[src/cpu_pkg.sv]
package cpu_pkg;

    localparam int DATA_W    = 64;
    localparam int MEM_WORDS = 256;
    localparam int ADDR_W    = 8;
    localparam int NUM_REGS  = 8;

    // unlisted codes fall through as no-ops
    typedef enum logic [5:0] {
        ADD   = 6'd0,
        SUB   = 6'd1,
        AND   = 6'd2,
        OR    = 6'd3,
        XOR   = 6'd4,
        LDI   = 6'd5,
        LOAD  = 6'd6,
        STORE = 6'd7,
        CMPEQ = 6'd8,
        BRF   = 6'd9,
        HALT  = 6'd63
    } opcode_e;

    typedef struct packed {
        logic [31:0] imm;
        logic [15:0] spare;
        logic        hl;
        logic [2:0]  rd;
        logic [2:0]  rs2;
        logic [2:0]  rs1;
        opcode_e     opcode;
    } alu_view_t;

    // same word as seen by LOAD and STORE
    typedef struct packed {
        logic [31:0] offset;
        logic [16:0] spare;
        logic [2:0]  dst;
        logic [2:0]  src;
        logic [2:0]  base;
        opcode_e     opcode;
    } mem_view_t;

    typedef union packed {
        alu_view_t alu_view;
        mem_view_t mem_view;
    } instr_u;

    typedef enum logic [1:0] {
        FETCH,
        EXEC,
        MEM,
        HALTED
    } core_state_e;

endpackage
[src/wb_if.sv]
`timescale 1ns/1ps

interface wb_if;
    import cpu_pkg::*;

    logic              cyc;
    logic              stb;
    logic              we;
    logic [ADDR_W-1:0] adr;
    logic [DATA_W-1:0] dat_w;
    logic [DATA_W-1:0] dat_r;
    logic              ack;

    modport master (
        output cyc, stb, we, adr, dat_w,
        input  dat_r, ack
    );

    modport slave (
        input  cyc, stb, we, adr, dat_w,
        output dat_r, ack
    );

endinterface

[src/wb_arbiter.sv]
`timescale 1ns/1ps

module wb_arbiter (
    input logic clk,
    input logic rst,
    wb_if.slave host,
    wb_if.slave core,
    wb_if.master ram
);

    logic gnt_host;
    logic gnt_core;
    logic last_core;
    logic gnt_cyc;
    logic pick_core;

    // core wins when alone, or when both ask and host was served last
    assign pick_core = core.cyc && (!host.cyc || !last_core);

    assign gnt_cyc = (gnt_host & host.cyc) | (gnt_core & core.cyc);

    always_ff @(posedge clk)
    begin
        if (rst)
        begin
            gnt_host  <= 1'b0;
            gnt_core  <= 1'b0;
            last_core <= 1'b0;
        end
        else if (!gnt_host && !gnt_core)
        begin
            if (host.cyc || core.cyc)
            begin
                gnt_host  <= !pick_core;
                gnt_core  <= pick_core;
                last_core <= pick_core;
            end
        end
        else if (!gnt_cyc)
        begin
            gnt_host <= 1'b0;
            gnt_core <= 1'b0;
        end
    end

    assign ram.cyc   = gnt_cyc;
    assign ram.stb   = (gnt_host & host.stb) | (gnt_core & core.stb);
    assign ram.we    = gnt_core ? core.we : host.we;
    assign ram.adr   = gnt_core ? core.adr : host.adr;
    assign ram.dat_w = gnt_core ? core.dat_w : host.dat_w;

    // read data may go to both, only the granted side gets ack
    assign host.dat_r = ram.dat_r;
    assign core.dat_r = ram.dat_r;
    assign host.ack   = ram.ack & gnt_host;
    assign core.ack   = ram.ack & gnt_core;

    a_hold_host: assert property (@(posedge clk) disable iff (rst)
        gnt_host && host.cyc |=> gnt_host);

    a_hold_core: assert property (@(posedge clk) disable iff (rst)
        gnt_core && core.cyc |=> gnt_core);

    // an ack from the RAM always lands on a master that still holds the grant
    a_ack_granted: assert property (@(posedge clk) disable iff (rst)
        ram.ack |-> (gnt_host && host.cyc) || (gnt_core && core.cyc));

endmodule

[src/flat_wrapper.sv]
// flat-port wrapper written by rule: the top's interface ports become plain ports
module wb_arbiter_flat 
  (clk, rst, host_cyc, host_stb, host_we, host_adr, host_dat_w, host_dat_r, host_ack, core_cyc, core_stb, core_we, core_adr, core_dat_w, core_dat_r, core_ack, ram_cyc, ram_stb, ram_we, ram_adr, ram_dat_w, ram_dat_r, ram_ack);
  wb_if host_i ();
  wb_if core_i ();
  wb_if ram_i ();
  input logic clk;
  input logic rst;
  input wire logic [$bits(host_i.cyc)-1:0] host_cyc;
  input wire logic [$bits(host_i.stb)-1:0] host_stb;
  input wire logic [$bits(host_i.we)-1:0] host_we;
  input wire logic [$bits(host_i.adr)-1:0] host_adr;
  input wire logic [$bits(host_i.dat_w)-1:0] host_dat_w;
  output wire logic [$bits(host_i.dat_r)-1:0] host_dat_r;
  output wire logic [$bits(host_i.ack)-1:0] host_ack;
  input wire logic [$bits(core_i.cyc)-1:0] core_cyc;
  input wire logic [$bits(core_i.stb)-1:0] core_stb;
  input wire logic [$bits(core_i.we)-1:0] core_we;
  input wire logic [$bits(core_i.adr)-1:0] core_adr;
  input wire logic [$bits(core_i.dat_w)-1:0] core_dat_w;
  output wire logic [$bits(core_i.dat_r)-1:0] core_dat_r;
  output wire logic [$bits(core_i.ack)-1:0] core_ack;
  output wire logic [$bits(ram_i.cyc)-1:0] ram_cyc;
  output wire logic [$bits(ram_i.stb)-1:0] ram_stb;
  output wire logic [$bits(ram_i.we)-1:0] ram_we;
  output wire logic [$bits(ram_i.adr)-1:0] ram_adr;
  output wire logic [$bits(ram_i.dat_w)-1:0] ram_dat_w;
  input wire logic [$bits(ram_i.dat_r)-1:0] ram_dat_r;
  input wire logic [$bits(ram_i.ack)-1:0] ram_ack;
  assign host_i.cyc = host_cyc;
  assign host_i.stb = host_stb;
  assign host_i.we = host_we;
  assign host_i.adr = host_adr;
  assign host_i.dat_w = host_dat_w;
  assign host_dat_r = host_i.dat_r;
  assign host_ack = host_i.ack;
  assign core_i.cyc = core_cyc;
  assign core_i.stb = core_stb;
  assign core_i.we = core_we;
  assign core_i.adr = core_adr;
  assign core_i.dat_w = core_dat_w;
  assign core_dat_r = core_i.dat_r;
  assign core_ack = core_i.ack;
  assign ram_cyc = ram_i.cyc;
  assign ram_stb = ram_i.stb;
  assign ram_we = ram_i.we;
  assign ram_adr = ram_i.adr;
  assign ram_dat_w = ram_i.dat_w;
  assign ram_i.dat_r = ram_dat_r;
  assign ram_i.ack = ram_ack;
  wb_arbiter u_core (.clk(clk), .rst(rst), .host(host_i), .core(core_i), .ram(ram_i));
endmodule
[config.mk]
export PLATFORM = sky130hd
export DESIGN_NAME = wb_arbiter_flat
export DESIGN_NICKNAME = d
export VERILOG_FILES = /design/src/cpu_pkg.sv /design/src/wb_if.sv /design/src/wb_arbiter.sv /design/src/flat_wrapper.sv
export SDC_FILE = /design/constraint.sdc
export NUM_CORES = 1
export LEC_CHECK = 0
export ABC_AREA = 1
export BUFFER_PORTS_ARGS = -buffer_cell sky130_fd_sc_hd__buf_4
export CAP_MARGIN = 40
export CORE_AREA = 2 2 166 168
export DETAILED_ROUTE_END_ITERATION = 12
export DIE_AREA = 0 0 168 170
export HOLD_SLACK_MARGIN = 0.1
export PLACE_DENSITY = 0.39
export SYNTH_ARGS = -nofsm -noshare
export SYNTH_HDL_FRONTEND = slang
export SYNTH_SLANG_ARGS = --single-unit
export TNS_END_PERCENT = 50
[constraint.sdc]
create_clock -name clk -period 0.88 [get_ports clk]
set_input_delay 0.176 -clock clk [delete_from_list [all_inputs] [get_ports clk]]
set_output_delay 0.176 -clock clk [all_outputs]
set_load 0.02 [all_outputs]
# Word-level counts from Yosys, hierarchy flattened
# Cells that the tools add are included.
[op_classes]
add_sub_neg = 0
n_mux = 8
bitwise = 8
magnitude_cmp = 0
n_reduce_logical = 11
shift = 0
n_eq_ne = 2
multipliers = 0
div_mod_pow = 0
[op_table]
columns = ["op", "count"]
rows = [
  ["64-bit two-way mux", 1],
  ["8-bit two-way mux", 1],
  ["1-bit AND", 6],
  ["1-bit two-way mux", 6],
  ["1-bit logical NOT", 5],
  ["2-bit AND reduction", 2],
  ["1-bit logical AND", 2],
  ["1-bit logical OR", 2],
  ["2-bit by 1-bit inequality test with 1-bit output (second input constant)", 1],
  ["2-bit inequality test (second input constant)", 1],
  ["1-bit OR", 2],
]
[totals]
output_inout_bits = 205
reg_bits = 3
in_bits = 217
mem_bits_ro = 0
ram_bits = 0
n_memories = 0
wordCells = 32
latch_bits = 0

# Longest topological paths before layout
[logic_depth]
word_depth = 6
depth_mapped = 5
depth_no_buf = 5

# Worst setup path before layout
# No wires, ideal clock.
[synth_timing]
path_type = "register -> output"
start = "reg u_core.gnt_core"
end = "out ram_adr[0]"
path_stages_with_launch = 6
required_time_ns = 0.704
n_path_buf = 3
path_slack_ns = -0.182
arrival_ns = 0.886
path_cell_list = "dfxtp_1 buf_6 buf_6 buf_6 nand2_1 nand2_1"
[synth_between]
elab_chain_len = 1
[synth_lines]
columns = ["element", "line_no", "rtl"]
rows = [
  ["from (decl)", "wb_arbiter.sv:12", "logic gnt_core;"],
  ["from (signal assigned)", "wb_arbiter.sv:35", "gnt_core <= pick_core;"],
  ["8-bit two-way mux", "wb_arbiter.sv:49", "assign ram.adr = gnt_core ? core.adr : host.adr;"],
  ["to (decl)", "flat_wrapper.sv:26", "output wire logic [$bits(ram_i.adr)-1:0] ram_adr;"],
]
# Every way passes these cells.

# Worst setup path in the final report
[layout_timing]
start = "reg u_core.gnt_core"
end = "out ram_dat_w[22]"
[layout_between]
elab_chain_len = 1
[layout_lines]
columns = ["element", "line_no", "rtl"]
rows = [
  ["64-bit two-way mux", "wb_arbiter.sv:50", "assign ram.dat_w = gnt_core ? core.dat_w : host.dat_w;"],
  ["to (decl)", "flat_wrapper.sv:27", "output wire logic [$bits(ram_i.dat_w)-1:0] ram_dat_w;"],
]
# Every way passes these cells.

==> qor.csv <==
metric,value,unit
"top cells by area, synth","buf_4 (47%), nand2_1 (41%), buf_6 (3.2%)",
critical path class,reg -> out,
vias in the first global route,2439,
Max-slew headroom,86.5,%
Max VDD drop,0.487,mV
ys async rst share,0,%
CP max FO,18,
Filler Cell Count,3121,
crit end category,primary output,
Fin. Hold Viols,0,
utilization after layout,13.7,%
"most used cell, CP",nand2_1,
crit path time final,1.39,ns
Via-to-Cell Ratio,3.00,
hpwl dp,7.59,mm
"Slowest-stage cell, CP",dfxtp_4,
critical path required time,0.70,ns
Synth area leader,buf_4,
# IOs,422,
unrepaired setup endpoints after global routing,yes,
CP Depth,5,
Tcrit/Tclk final,158,%
CTS tree,done,
met3 WL post-DR,1.15,mm
area of the multi-input gates,1050,um2
total number of vias,2489,
CTS Buf Count,3,
drt first-iter violations,58,
warnings from Yosys,0,
drt wl/cell,11.6,um
IO Port Bufs,229,
"Clk Latency, worst-skew pair",0.22,ns
Slew @ Worst Pin,0.202,ns
layout cell share with drive strength beyond 1,60.7,%
register area share after synthesis,2.88,%
crit path buf inv count,3,
total routed wirelength,9.65,mm
"critical path, cell by cell",inv_6 > buf_12 > nand2_1 > nand2_1 > buf_6,
cells on worst reg2reg path,5,
first drt pass iteration count,4,
area fraction of the dominant cell type after synthesis,47.5,%
placed cell area,3350,um2
post-CTS setup buffer count,0,
Die ar.,28600,um2
pin count of the biggest net entering global routing,37,
Final GP Congestion,0.666,
core area,26700,um2
Netlist Area Pre-Place,2090,um2
Syn Inst Count,390,
list of most frequent post-synthesis cells,"nand2_1 (230), buf_4 (132), buf_2 (6), buf_6 (6), inv_1 (4)",
Finished Cell Area,3660,um2
Slew Limit Fails,0,
worst setup margin,-0.508,ns
CP top delay family,buffers and inverters,
routed wl met2,4.64,mm
TritonCTS Sinks,3,
starting density of the core,7.84,%
Post-Route M1 WL,3.24,mm
failing checks,negative setup slack,
residual DRC count,0,
initial antenna violation count,1,
CP max stage delay,0.38,ns
Setup crit start kind,register,
first-pass GRT wire length,13.0,mm
Post-Syn Nets,607,
status,"complete, but fails checks",
CTS Hold Buffers Added,0,
"Area growth, synth to finish",75.1,%
Root Driver,clkbuf_16,
Unique masters post-synth,13,
Mean Syn Cell Area,5.35,um2
top-count cell post-synth,nand2_1,
CP arrival,1.21,ns
"antenna viol nets, final",0,
worst clock skew,0.00234,ns
Antenna diodes,0,
max_cap viols,0,
Finish-stage setup viols,80,
overall power,3.47,mW
Register Area,67.6,um2
static leakage,2.00,nW
CTS Buffer Depth,2,
floorplan row count,60,
number of synthesized flops with an enable pin,0,
Power per Cell Area,948,nW/um2
Die Wd,168,um
class of the worst hold path,in -> reg,
Max Clock Freq,720,MHz
"FF+latch count, synth",3,
H-tree levels,1,
Most used DFF post-synth,dfxtp_1,
max layer used,met5,
"Net count, final",706,
Hold Path Cell Cnt,2,
total gr overflow,0,
clock-pin slew on the worst setup and hold paths,0.03,ns
global-route usage over all layers,5.75,%
die height,170,um
[path summary, 6_finish.rpt]
kind | startpoint | end | slack, ns
worst min register to register | u_core.last_core | u_core.last_core | 0.46
worst max-delay path | u_core.gnt_core | ram_dat_w[22] | -0.51
worst min-delay path | rst | u_core.gnt_host | 0.13
worst max register to register | u_core.gnt_core | u_core.gnt_core | -0.13
[timing repair]
| action | 4_1_cts | 5_1_grt |
|---|---|---|
| endpoints found under the setup margin | 80 | 80 |
| gates resized for setup | 48 | 3 |
| gates cloned | 0 | 2 |
| hold endpoints to repair | 0 | 0 |
| pin swaps | 3 | 2 |
[worst reg2reg max path, delay by kind of cell, from the launching register on]
family          cells  cell delay, ns
flops               1            0.41
buf+inv             1            0.22
simple gates        3            0.20
compound gates      1            0.11
[layout by cell type (no fill, tap or decap)]
| master | instances |
|---|---|
| buf_4 | 196 |
| nand2_1 | 184 |
| nand2_2 | 44 |
| buf_6 | 36 |
| clkbuf_16 | 5 |
| buf_12 | 4 |
| nand2_4 | 3 |
| inv_2 | 2 |
| inv_1 | 2 |
| nand3_1 | 2 |
| a21oi_2 | 2 |
| dfxtp_4 | 2 |
| inv_6 | 1 |
| a22o_1 | 1 |
| nor2_4 | 1 |
| a21oi_1 | 1 |
| clkbuf_1 | 1 |
| dfxtp_1 | 1 |
[registers in the layout (all words and copies together), names as in the netlist]
| signal | flops |
|---|---|
| u_core.gnt_core | 1 |
| u_core.last_core | 1 |
| u_core.gnt_host | 1 |
[cells by family after synthesis]
| family | Yosys count | synth area share, % |
|---|---|---|
| AO/OA/AOI/OAI | 4 | 1.32 |
| buffers and inverters | 149 | 53.1 |
| flip-flops | 3 | 2.88 |
| AND/OR/NAND/NOR | 234 | 42.7 |
[layer usage]
layer,vias to the layer above,track usage (%)
li1,1228,-
met5,-,0
met1,1013,5.66
met3,66,2.37
met2,180,9.95
met4,2,3.89
[metrics by stage]
stage	hold slack, ns	setup TNS, ns	cells	setup WS, ns
2_1_floorplan	0.238	-10.18	390	-0.141
3_3_place_gp	0.352	-17.78	823	-0.266
3_5_place_dp	0.352	-18.07	823	-0.273
4_1_cts	0.123	-35.87	827	-0.510
5_1_grt	0.138	-41.08	829	-0.569
6_report	0.130	-35.58	829	-0.508
[power breakdown]
part / total [mW] / switching, mW / internal, mW / leakage (nW)
logic: 2.57 / 1.27 / 1.30 / 1.94
registers: 0.173 / 0.0234 / 0.150 / 0.0261
clock network: 0.721 / 0.123 / 0.598 / 0.0382
[area by class of cell]
| cell class | count | area share [%] |
|---|---|---|
| clock buffer | 4 | 2.16 |
| inverter | 5 | 0.650 |
| multi-input combinational | 238 | 28.8 |
| sequential | 3 | 1.85 |
| tap | 341 | 11.7 |
| timing repair buffer | 238 | 54.9 |
No activity file was read; power rests on OpenSTA's default activity.
