<file path="src/cpu_pkg.sv">
package cpu_pkg;

    localparam int DATA_W    = 64;
    localparam int MEM_WORDS = 256;
    localparam int ADDR_W    = 8;
    localparam int NUM_REGS  = 8;

    // unlisted codes fall through as no-ops
    typedef enum logic [5:0] {
        ADD   = 6'd0,
        SUB   = 6'd1,
        AND   = 6'd2,
        OR    = 6'd3,
        XOR   = 6'd4,
        LDI   = 6'd5,
        LOAD  = 6'd6,
        STORE = 6'd7,
        CMPEQ = 6'd8,
        BRF   = 6'd9,
        HALT  = 6'd63
    } opcode_e;

    typedef struct packed {
        logic [31:0] imm;
        logic [15:0] spare;
        logic        hl;
        logic [2:0]  rd;
        logic [2:0]  rs2;
        logic [2:0]  rs1;
        opcode_e     opcode;
    } alu_view_t;

    // same word as seen by LOAD and STORE
    typedef struct packed {
        logic [31:0] offset;
        logic [16:0] spare;
        logic [2:0]  dst;
        logic [2:0]  src;
        logic [2:0]  base;
        opcode_e     opcode;
    } mem_view_t;

    typedef union packed {
        alu_view_t alu_view;
        mem_view_t mem_view;
    } instr_u;

    typedef enum logic [1:0] {
        FETCH,
        EXEC,
        MEM,
        HALTED
    } core_state_e;

endpackage
</file>
<file path="src/wb_if.sv">
`timescale 1ns/1ps

interface wb_if;
    import cpu_pkg::*;

    logic              cyc;
    logic              stb;
    logic              we;
    logic [ADDR_W-1:0] adr;
    logic [DATA_W-1:0] dat_w;
    logic [DATA_W-1:0] dat_r;
    logic              ack;

    modport master (
        output cyc, stb, we, adr, dat_w,
        input  dat_r, ack
    );

    modport slave (
        input  cyc, stb, we, adr, dat_w,
        output dat_r, ack
    );

endinterface

</file>
<file path="src/cpu_core.sv">
`timescale 1ns/1ps

module cpu_core (
    input  logic clk,
    input  logic rst,
    input  logic run,
    wb_if.master bus,
    output logic halted
);
    import cpu_pkg::*;

    core_state_e       state;
    logic [ADDR_W-1:0] pc;
    instr_u            ir;
    opcode_e           op;
    logic              mem_op;
    logic              reg_op;
    logic [2:0]        rd_a_sel;
    logic [2:0]        rd_b_sel;
    logic [DATA_W-1:0] rd_a;
    logic [DATA_W-1:0] rd_b;
    logic              fl_out;
    logic              wr_en;
    logic [2:0]        wr_sel;
    logic [DATA_W-1:0] wr_data;
    logic              fl_wr_en;
    logic [DATA_W-1:0] alu_result;
    logic              eq_flag;
    logic [31:0]       imm;

    assign op     = ir.alu_view.opcode;
    assign mem_op = (op == LOAD) || (op == STORE);
    assign reg_op = op inside {ADD, SUB, AND, OR, XOR, LDI};

    // LDI borrows the second read port for the old destination value
    assign rd_a_sel = mem_op ? ir.mem_view.base : ir.alu_view.rs1;
    assign rd_b_sel = (op == STORE) ? ir.mem_view.src :
                      (op == LDI)   ? ir.alu_view.rd  : ir.alu_view.rs2;
    assign imm      = mem_op ? ir.mem_view.offset : ir.alu_view.imm;

    assign wr_en    = ((state == EXEC) && reg_op) ||
                      ((state == MEM) && bus.ack && (op == LOAD));
    assign wr_sel   = (state == MEM) ? ir.mem_view.dst : ir.alu_view.rd;
    assign wr_data  = (state == MEM) ? bus.dat_r : alu_result;
    assign fl_wr_en = (state == EXEC) && (op == CMPEQ);

    reg_file reg_file_inst (
        .clk        (clk),
        .rst        (rst),
        .rd_a_sel   (rd_a_sel),
        .rd_b_sel   (rd_b_sel),
        .rd_a       (rd_a),
        .rd_b       (rd_b),
        .fl_sel     (ir.alu_view.rs1),
        .fl_out     (fl_out),
        .wr_en      (wr_en),
        .wr_sel     (wr_sel),
        .wr_data    (wr_data),
        .fl_wr_en   (fl_wr_en),
        .fl_wr_data (eq_flag)
    );

    alu alu_inst (
        .op       (op),
        .a        (rd_a),
        .b        (rd_b),
        .dest_old (rd_b),
        .imm      (imm),
        .hl       (ir.alu_view.hl),
        .result   (alu_result),
        .eq_flag  (eq_flag)
    );

    always_ff @(posedge clk)
    begin
        if (rst)
        begin
            state   <= FETCH;
            pc      <= '0;
            bus.cyc <= 1'b0;
        end
        else
        begin
            case (state)
                FETCH:
                begin
                    if (bus.cyc)
                    begin
                        if (bus.ack)
                        begin
                            bus.cyc <= 1'b0;
                            state   <= EXEC;
                        end
                    end
                    else if (run)
                        bus.cyc <= 1'b1;
                end
                EXEC:
                begin
                    if (op == HALT)
                        state <= HALTED;
                    else if (mem_op)
                    begin
                        bus.cyc <= 1'b1;
                        state   <= MEM;
                    end
                    else
                    begin
                        if ((op == BRF) && fl_out)
                            pc <= ir.alu_view.imm[ADDR_W-1:0];
                        else
                            pc <= pc + 1'b1;
                        state <= FETCH;
                    end
                end
                MEM:
                begin
                    if (bus.ack)
                    begin
                        bus.cyc <= 1'b0;
                        pc      <= pc + 1'b1;
                        state   <= FETCH;
                    end
                end
                default:
                    state <= HALTED;
            endcase
        end
    end

    // request fields, only meaningful while cyc is high
    always_ff @(posedge clk)
    begin
        if ((state == FETCH) && !bus.cyc)
        begin
            bus.adr <= pc;
            bus.we  <= 1'b0;
        end
        if ((state == FETCH) && bus.ack)
            ir <= bus.dat_r;
        if ((state == EXEC) && mem_op)
        begin
            bus.adr   <= alu_result[ADDR_W-1:0];
            bus.we    <= (op == STORE);
            bus.dat_w <= rd_b;
        end
    end

    assign bus.stb = bus.cyc;
    assign halted  = (state == HALTED);

    a_cyc_until_ack: assert property (@(posedge clk) disable iff (rst)
        bus.cyc && !bus.ack |=> bus.cyc);

endmodule

</file>
<file path="src/alu.sv">
`timescale 1ns/1ps

module alu (
    input  cpu_pkg::opcode_e           op,
    input  logic [cpu_pkg::DATA_W-1:0] a,
    input  logic [cpu_pkg::DATA_W-1:0] b,
    input  logic [cpu_pkg::DATA_W-1:0] dest_old,
    input  logic [31:0]                imm,
    input  logic                       hl,
    output logic [cpu_pkg::DATA_W-1:0] result,
    output logic                       eq_flag
);
    import cpu_pkg::*;

    always_comb
    begin
        case (op)
            ADD:
                result = a + b;
            SUB:
                result = a - b;
            AND:
                result = a & b;
            OR:
                result = a | b;
            XOR:
                result = a ^ b;
            LDI:
            begin
                // high half keeps the old low word, low half clears the top
                if (hl)
                    result = {imm, dest_old[31:0]};
                else
                    result = {32'd0, imm};
            end
            LOAD, STORE:
                result = a + {32'd0, imm};
            default:
                result = '0;
        endcase
    end

    assign eq_flag = (a == b);

endmodule

</file>
<file path="src/reg_file.sv">
`timescale 1ns/1ps

module reg_file (
    input  logic                      clk,
    input  logic                      rst,
    input  logic [2:0]                rd_a_sel,
    input  logic [2:0]                rd_b_sel,
    output logic [cpu_pkg::DATA_W-1:0] rd_a,
    output logic [cpu_pkg::DATA_W-1:0] rd_b,
    input  logic [2:0]                fl_sel,
    output logic                      fl_out,
    input  logic                      wr_en,
    input  logic [2:0]                wr_sel,
    input  logic [cpu_pkg::DATA_W-1:0] wr_data,
    input  logic                      fl_wr_en,
    input  logic                      fl_wr_data
);
    import cpu_pkg::*;

    logic [DATA_W-1:0]   regs [NUM_REGS];
    logic [NUM_REGS-1:0] flags;

    always_ff @(posedge clk)
    begin
        if (rst)
        begin
            for (int i = 0; i < NUM_REGS; i++)
            begin
                regs[i] <= '0;
            end
            flags <= '0;
        end
        else
        begin
            if (wr_en)
                regs[wr_sel] <= wr_data;
            // flags share the destination index with the registers
            if (fl_wr_en)
                flags[wr_sel] <= fl_wr_data;
        end
    end

    assign rd_a   = regs[rd_a_sel];
    assign rd_b   = regs[rd_b_sel];
    assign fl_out = flags[fl_sel];

endmodule

</file>
<file path="src/flat_wrapper.sv">
// flat-port wrapper written by rule: the top's interface ports become plain ports
module cpu_core_flat import cpu_pkg::*;
  (clk, rst, run, halted, bus_cyc, bus_stb, bus_we, bus_adr, bus_dat_w, bus_dat_r, bus_ack);
  wb_if bus_i ();
  input  logic clk;
  input  logic rst;
  input  logic run;
  output logic halted;
  output wire logic [$bits(bus_i.cyc)-1:0] bus_cyc;
  output wire logic [$bits(bus_i.stb)-1:0] bus_stb;
  output wire logic [$bits(bus_i.we)-1:0] bus_we;
  output wire logic [$bits(bus_i.adr)-1:0] bus_adr;
  output wire logic [$bits(bus_i.dat_w)-1:0] bus_dat_w;
  input wire logic [$bits(bus_i.dat_r)-1:0] bus_dat_r;
  input wire logic [$bits(bus_i.ack)-1:0] bus_ack;
  assign bus_cyc = bus_i.cyc;
  assign bus_stb = bus_i.stb;
  assign bus_we = bus_i.we;
  assign bus_adr = bus_i.adr;
  assign bus_dat_w = bus_i.dat_w;
  assign bus_i.dat_r = bus_dat_r;
  assign bus_i.ack = bus_ack;
  cpu_core u_core (.clk(clk), .rst(rst), .run(run), .bus(bus_i), .halted(halted));
endmodule
</file>
<file path="config.mk">
export PLATFORM = sky130hd
export DESIGN_NAME = cpu_core_flat
export DESIGN_NICKNAME = d
export VERILOG_FILES = /design/src/cpu_pkg.sv /design/src/wb_if.sv /design/src/cpu_core.sv /design/src/alu.sv /design/src/reg_file.sv /design/src/flat_wrapper.sv
export SDC_FILE = /design/constraint.sdc
export NUM_CORES = 2
export LEC_CHECK = 0
export ABC_AREA = 1
export BUFFER_PORTS_ARGS = -buffer_cell sky130_fd_sc_hd__buf_2
export CAP_MARGIN = 25
export CORE_MARGIN = 5
export CORE_UTILIZATION = 60
export DETAILED_ROUTE_END_ITERATION = 10
export PLACE_DENSITY = 0.77
export SETUP_SLACK_MARGIN = 0.02
export SLEW_MARGIN = 20
export SYNTH_ARGS = -nofsm -noshare
export SYNTH_HDL_FRONTEND = slang
export SYNTH_SLANG_ARGS = --single-unit
</file>
<file path="constraint.sdc">
create_clock -name clk -period 5.1 [get_ports clk]
set_clock_uncertainty 0.05 [all_clocks]
set_input_delay 1.02 -clock clk [delete_from_list [all_inputs] [get_ports clk]]
set_output_delay 1.02 -clock clk [all_outputs]
set_load 0.01 [all_outputs]
</file>
==> impl_metrics.json, run 1 <==
{
  "num_io_pins": 144,
  "synth_top_area_share": 0.395,
  "gp_congestion": 1.13,
  "seq_area_frac_synth": 0.404,
  "die_width_um": 293,
  "syn_area_um2": 48100,
  "status": "aborted with a tool error",
  "hold_buffers": 0,
  "start_util": 0.607,
  "hpwl_um": 169000,
  "error": "[ERROR GRT-0232] Routing congestion too high. Check the congestion heatmap in the GUI.",
  "grt-ovfl-total": 132,
  "synth.distinct_cells": 56,
  "ys_ff_latch": 655,
  "synth_cells": 6421,
  "crit_endpoint": "u_core.reg_file_inst.regs[1][23]$_SDFFCE_PN0P_/D",
  "clk_path_buf_depth": 3,
  "ys_dominant_reg_cell": "edfxtp_1",
  "post-synth-top-area-cell": "edfxtp_1",
  "grt_max_degree": 97,
  "syn-num-nets": 6750,
  "synthArstFlopShare": 0,
  "worstEndpointType": "sequential cell input",
  "haltStage": "global routing (5_1_grt)",
  "pre_cts_slack_ns": -0.406,
  "synth-edff-count": 633,
  "cts-root-buf": "clkbuf_16",
  "track_usage": 0.743,
  "rows": 103,
  "die_h_um": 293,
  "port_buffers": 143,
  "htreeDepth": 3,
  "syn_avg_cell_area_um2": 7.49,
  "numClockSinks": 655,
  "antenna_found_initial": 31,
  "yosys-top-cells-area": "edfxtp_1 (40%), nand2_1 (12%), a21oi_1 (9.1%), ha_1 (6.7%), inv_1 (5.2%)",
  "numCtsBuffers": 73,
  "yosys_warnings": 0
}
[cell families after synthesis]
group | after synthesis | share of synthesized area
simple gates | 2677 | 0.227
compound gates | 1780 | 0.211
buf+inv | 1034 | 0.0860
flops | 655 | 0.404
fa+ha+maj | 261 | 0.0682
xor+xnor | 10 | 0.00182
mux | 4 | 0.00135
[cell usage after synthesis, types with 9 or more instances]
cell	instances
a21boi_0	9
a21o_1	10
a21oi_1	878
a221oi_1	43
a31oi_1	9
a32o_1	54
buf_1	31
buf_2	92
buf_4	19
buf_6	9
clkbuf_1	173
dfxtp_1	22
edfxtp_1	633
ha_1	259
inv_1	672
inv_2	35
nand2_1	1568
nand2_2	29
nand3_1	365
nand3b_1	20
nand4_1	36
nor2_1	575
nor3_1	45
nor4_1	14
o211ai_1	86
o21a_1	15
o21ai_0	452
o21ai_1	28
o21ai_2	55
o21bai_1	23
o22ai_1	90
or2_2	15
[per-layer routing]
metal  overflow  track usage
met1          8        0.795
met2         67        0.876
met3         10        0.614
met4         46        0.617
met5          1        0.419
[repair_timing]
item,CTS
pin swaps,8
setup endpoints to repair,361
resized for setup,104
gates cloned,4
buffers inserted,13
[through the flow]
step	TNS [ns]	hold slack (ns)	util	cells	cell area [um2]
4_1_cts	0	0.461	0.747	8346	59200
3_5_place_dp	-53.43	0.453	0.710	8196	56300
3_3_place_gp	-36.59	0.432	0.710	8196	56300
2_1_floorplan	0	0.411	-	6421	48100
==> run 2: changes to the inputs <==
- CORE_UTILIZATION: 60 -> 40
- PLACE_DENSITY: 0.77 -> default
- PLACE_DENSITY_LB_ADDON: default -> 0.15
- SETUP_SLACK_MARGIN: 0.02 -> default
==> run 2 against run 1 <==
Effect of this change:
- the flow now finishes, with violations (negative setup slack)
- area after synthesis stayed put
- synthesized cell count did not move
==> impl_metrics.json, run 2 <==
{
  "status": "finished with violations",
  "failed_checks": "negative setup slack",
  "grt_pass1_wl_um": 348000,
  "fillers": 11525,
  "wl_um": 254000,
  "use_met1": 0.533,
  "place_inst": 8949,
  "synthArstFlopShare": 0,
  "core-area_um2": 120000,
  "cts-root-buf": "clkbuf_16",
  "grt-ovfl-total": 0,
  "ir_drop_mv": 0.325,
  "critPathMaxStageDelay_ns": 0.43,
  "setup_ws_ns": -0.112,
  "arrival_ns": 5.58,
  "drtIter0Drc": 7216,
  "num_io_pins": 144,
  "ant_nets": 0,
  "wl_per_cell_um": 27.7,
  "port_buffers": 143,
  "drv_slew": 0,
  "numClockSinks": 655,
  "grt_max_degree": 69,
  "hold_ws_ns": 0.453,
  "synth_top_area_share": 0.395,
  "cts_tree": "yes",
  "place_area_um2": 58800,
  "fin_cells": 9167,
  "muxShareOfSynthArea": 0.00135,
  "hold_class": "in -> reg",
  "crit_top_cell": "inv_1",
  "regMostFlops": "u_core.reg_file_inst.regs",
  "yosys-top-cells-area": "edfxtp_1 (40%), nand2_1 (12%), a21oi_1 (9.1%), ha_1 (6.7%), inv_1 (5.2%)",
  "met3_usage": 0.107,
  "syn_area_um2": 48100,
  "slew_headroom": 0.194,
  "drc": 0,
  "stdcell_area_um2": 64500,
  "grt_pass1_vias": 48931,
  "rsz0062_at_grt": "yes",
  "hold_violations": 0,
  "setup_viol": 40,
  "gp_congestion": 1.09,
  "rows": 127,
  "grtUsageMet2": 0.555,
  "max_cap_violations": 0,
  "powerDensity_nw_per_um2": 763,
  "clk_path_buf_depth": 3,
  "timing.fmax_ghz": 0.192,
  "crit_slowest_cell": "edfxtp_1",
  "post-route-period-util": 1.02,
  "fin_crit_ns": 5.21,
  "synth.distinct_cells": 56,
  "crit_path_start_kind": "flop",
  "firstDrtPassIters": 7,
  "ys_ff_latch": 655,
  "syn-num-nets": 6750,
  "busiest_layer": "met2",
  "ys_top_cells_by_count": "nand2_1 (1,568), a21oi_1 (878), inv_1 (672)",
  "endpoint_kind": "flop",
  "synth_compound_area_frac": 0.211,
  "antenna_found_initial": 12,
  "yosysMostFrequentCell": "nand2_1",
  "hpwl_um": 187000,
  "synth_top_family_by_area": "simple AND/OR/NAND/NOR gates",
  "yosys_warnings": 0,
  "final_cell_mix": "nand2_1 (1,492), buf_4 (1,024), a21oi_1 (788)",
  "post-synth-top-area-cell": "edfxtp_1",
  "insertion_delay_ns": 0.72,
  "area_growth_pct": 34.2,
  "p_total_w": 0.0492,
  "crit_type": "reg -> reg",
  "synthSimpleGateAreaFrac": 0.227,
  "yosys.area_share.xor_xnor": 0.00182,
  "die_h_um": 357,
  "critPathTopFamily": "simple AND/OR/NAND/NOR gates",
  "dieArea_um2": 127000,
  "via_per_inst": 5.82,
  "start_util": 0.402,
  "path_clk_slew_ns": 0.06,
  "reg2reg_setup_slack_ns": -0.11,
  "numCtsBuffers": 80,
  "worst_slew_pin_slew_ns": 1.21,
  "crit_buf_inv": 12,
  "seq_area_frac_synth": 0.404,
  "synthAdderAreaFrac": 0.0682,
  "required_ns": 5.47,
  "fin_tns_setup_ns": -1.31,
  "htreeDepth": 3,
  "die_width_um": 357,
  "final_common_cell": "nand2_1",
  "synth_cells": 6421,
  "static-leakage-power_nw": 27.4,
  "hold_buffers": 0,
  "ys_dominant_reg_cell": "edfxtp_1",
  "largest_reg_flops": 512,
  "drive_above_1_share": 0.267,
  "syn_avg_cell_area_um2": 7.49,
  "num-nets-final": 7812,
  "num_vias": 53368,
  "synth-edff-count": 633,
  "track_usage": 0.380,
  "largest_registers": "u_core.reg_file_inst.regs x512, u_core.bus.dat_w x64, u_core.ir x48",
  "cp_max_fo": 8
}
==> run 2: cell counts after synthesis <==
No cell type changed its count.
==> run 2: final timing paths <==
check                                          startpoint                                        endpoint  cells past startpoint
worst min-delay path                        bus_dat_r[47]                         u_core.ir[47]$_DFFE_PP_                      1
worst max-delay path               u_core.ir[4]$_DFFE_PP_  u_core.reg_file_inst.regs[7][48]$_SDFFCE_PN0P_                     32
worst min register to register  u_core.pc[3]$_SDFFE_PP0P_                       u_core.pc[3]$_SDFFE_PP0P_                      2
worst max register to register     u_core.ir[4]$_DFFE_PP_  u_core.reg_file_inst.regs[7][48]$_SDFFCE_PN0P_                     32
==> run 2: logic make-up after synthesis <==
logic type,Yosys count
XOR/XNOR,10
adder cells (fa/ha/maj),261
buffers and inverters,1034
AO/OA/AOI/OAI,1780
multiplexers,4
flip-flops,655
AND/OR/NAND/NOR,2677
==> run 2: cell type report <==
type	instances	area [um2]	share of cell area
inverters	709	2680	0.0415
well taps	1612	2020	0.0312
clock inverters	43	502	0.00777
clock buffers	103	2130	0.0330
flip-flops and latches	655	19500	0.301
diodes	8	20.0	0.000310
repair buffers	1303	11000	0.170
multi-input cells	4734	26800	0.415
==> run 2: timing repair <==
item | 4_1_cts | 5_1_grt
endpoints found under the setup margin | 337 | 416
pin swaps | 9 | 69
hold endpoints to repair | 0 | 0
setup buffers | 4 | 49
cloned | 4 | 8
resized for setup | 141 | 520
==> run 2: layer usage <==
metal	routed length (um)	up-vias
met4	11800	8
met5	44	-
met3	31200	481
met1	105000	25662
met2	106000	3110
li1	-	24107
==> run 2: through the flow <==
stage / worst slack (ns) / utilization
finish: -0.112 / 0.539
global route: -0.217 / 0.539
CTS: -0.000659 / 0.519
detailed placement: -0.421 / 0.492
global placement: -0.489 / 0.492
floorplan: 0.989 / -
==> run 2: report_power, final <==
part / internal [W] / switching [W] / leakage [nW] / total, W
sequential: 0.00632 / 0.000348 / 6.59 / 0.00667
combinational: 0.0147 / 0.0220 / 19.5 / 0.0367
clock: 0.00338 / 0.00251 / 1.27 / 0.00590
No activity file was read; power rests on OpenSTA's default activity.
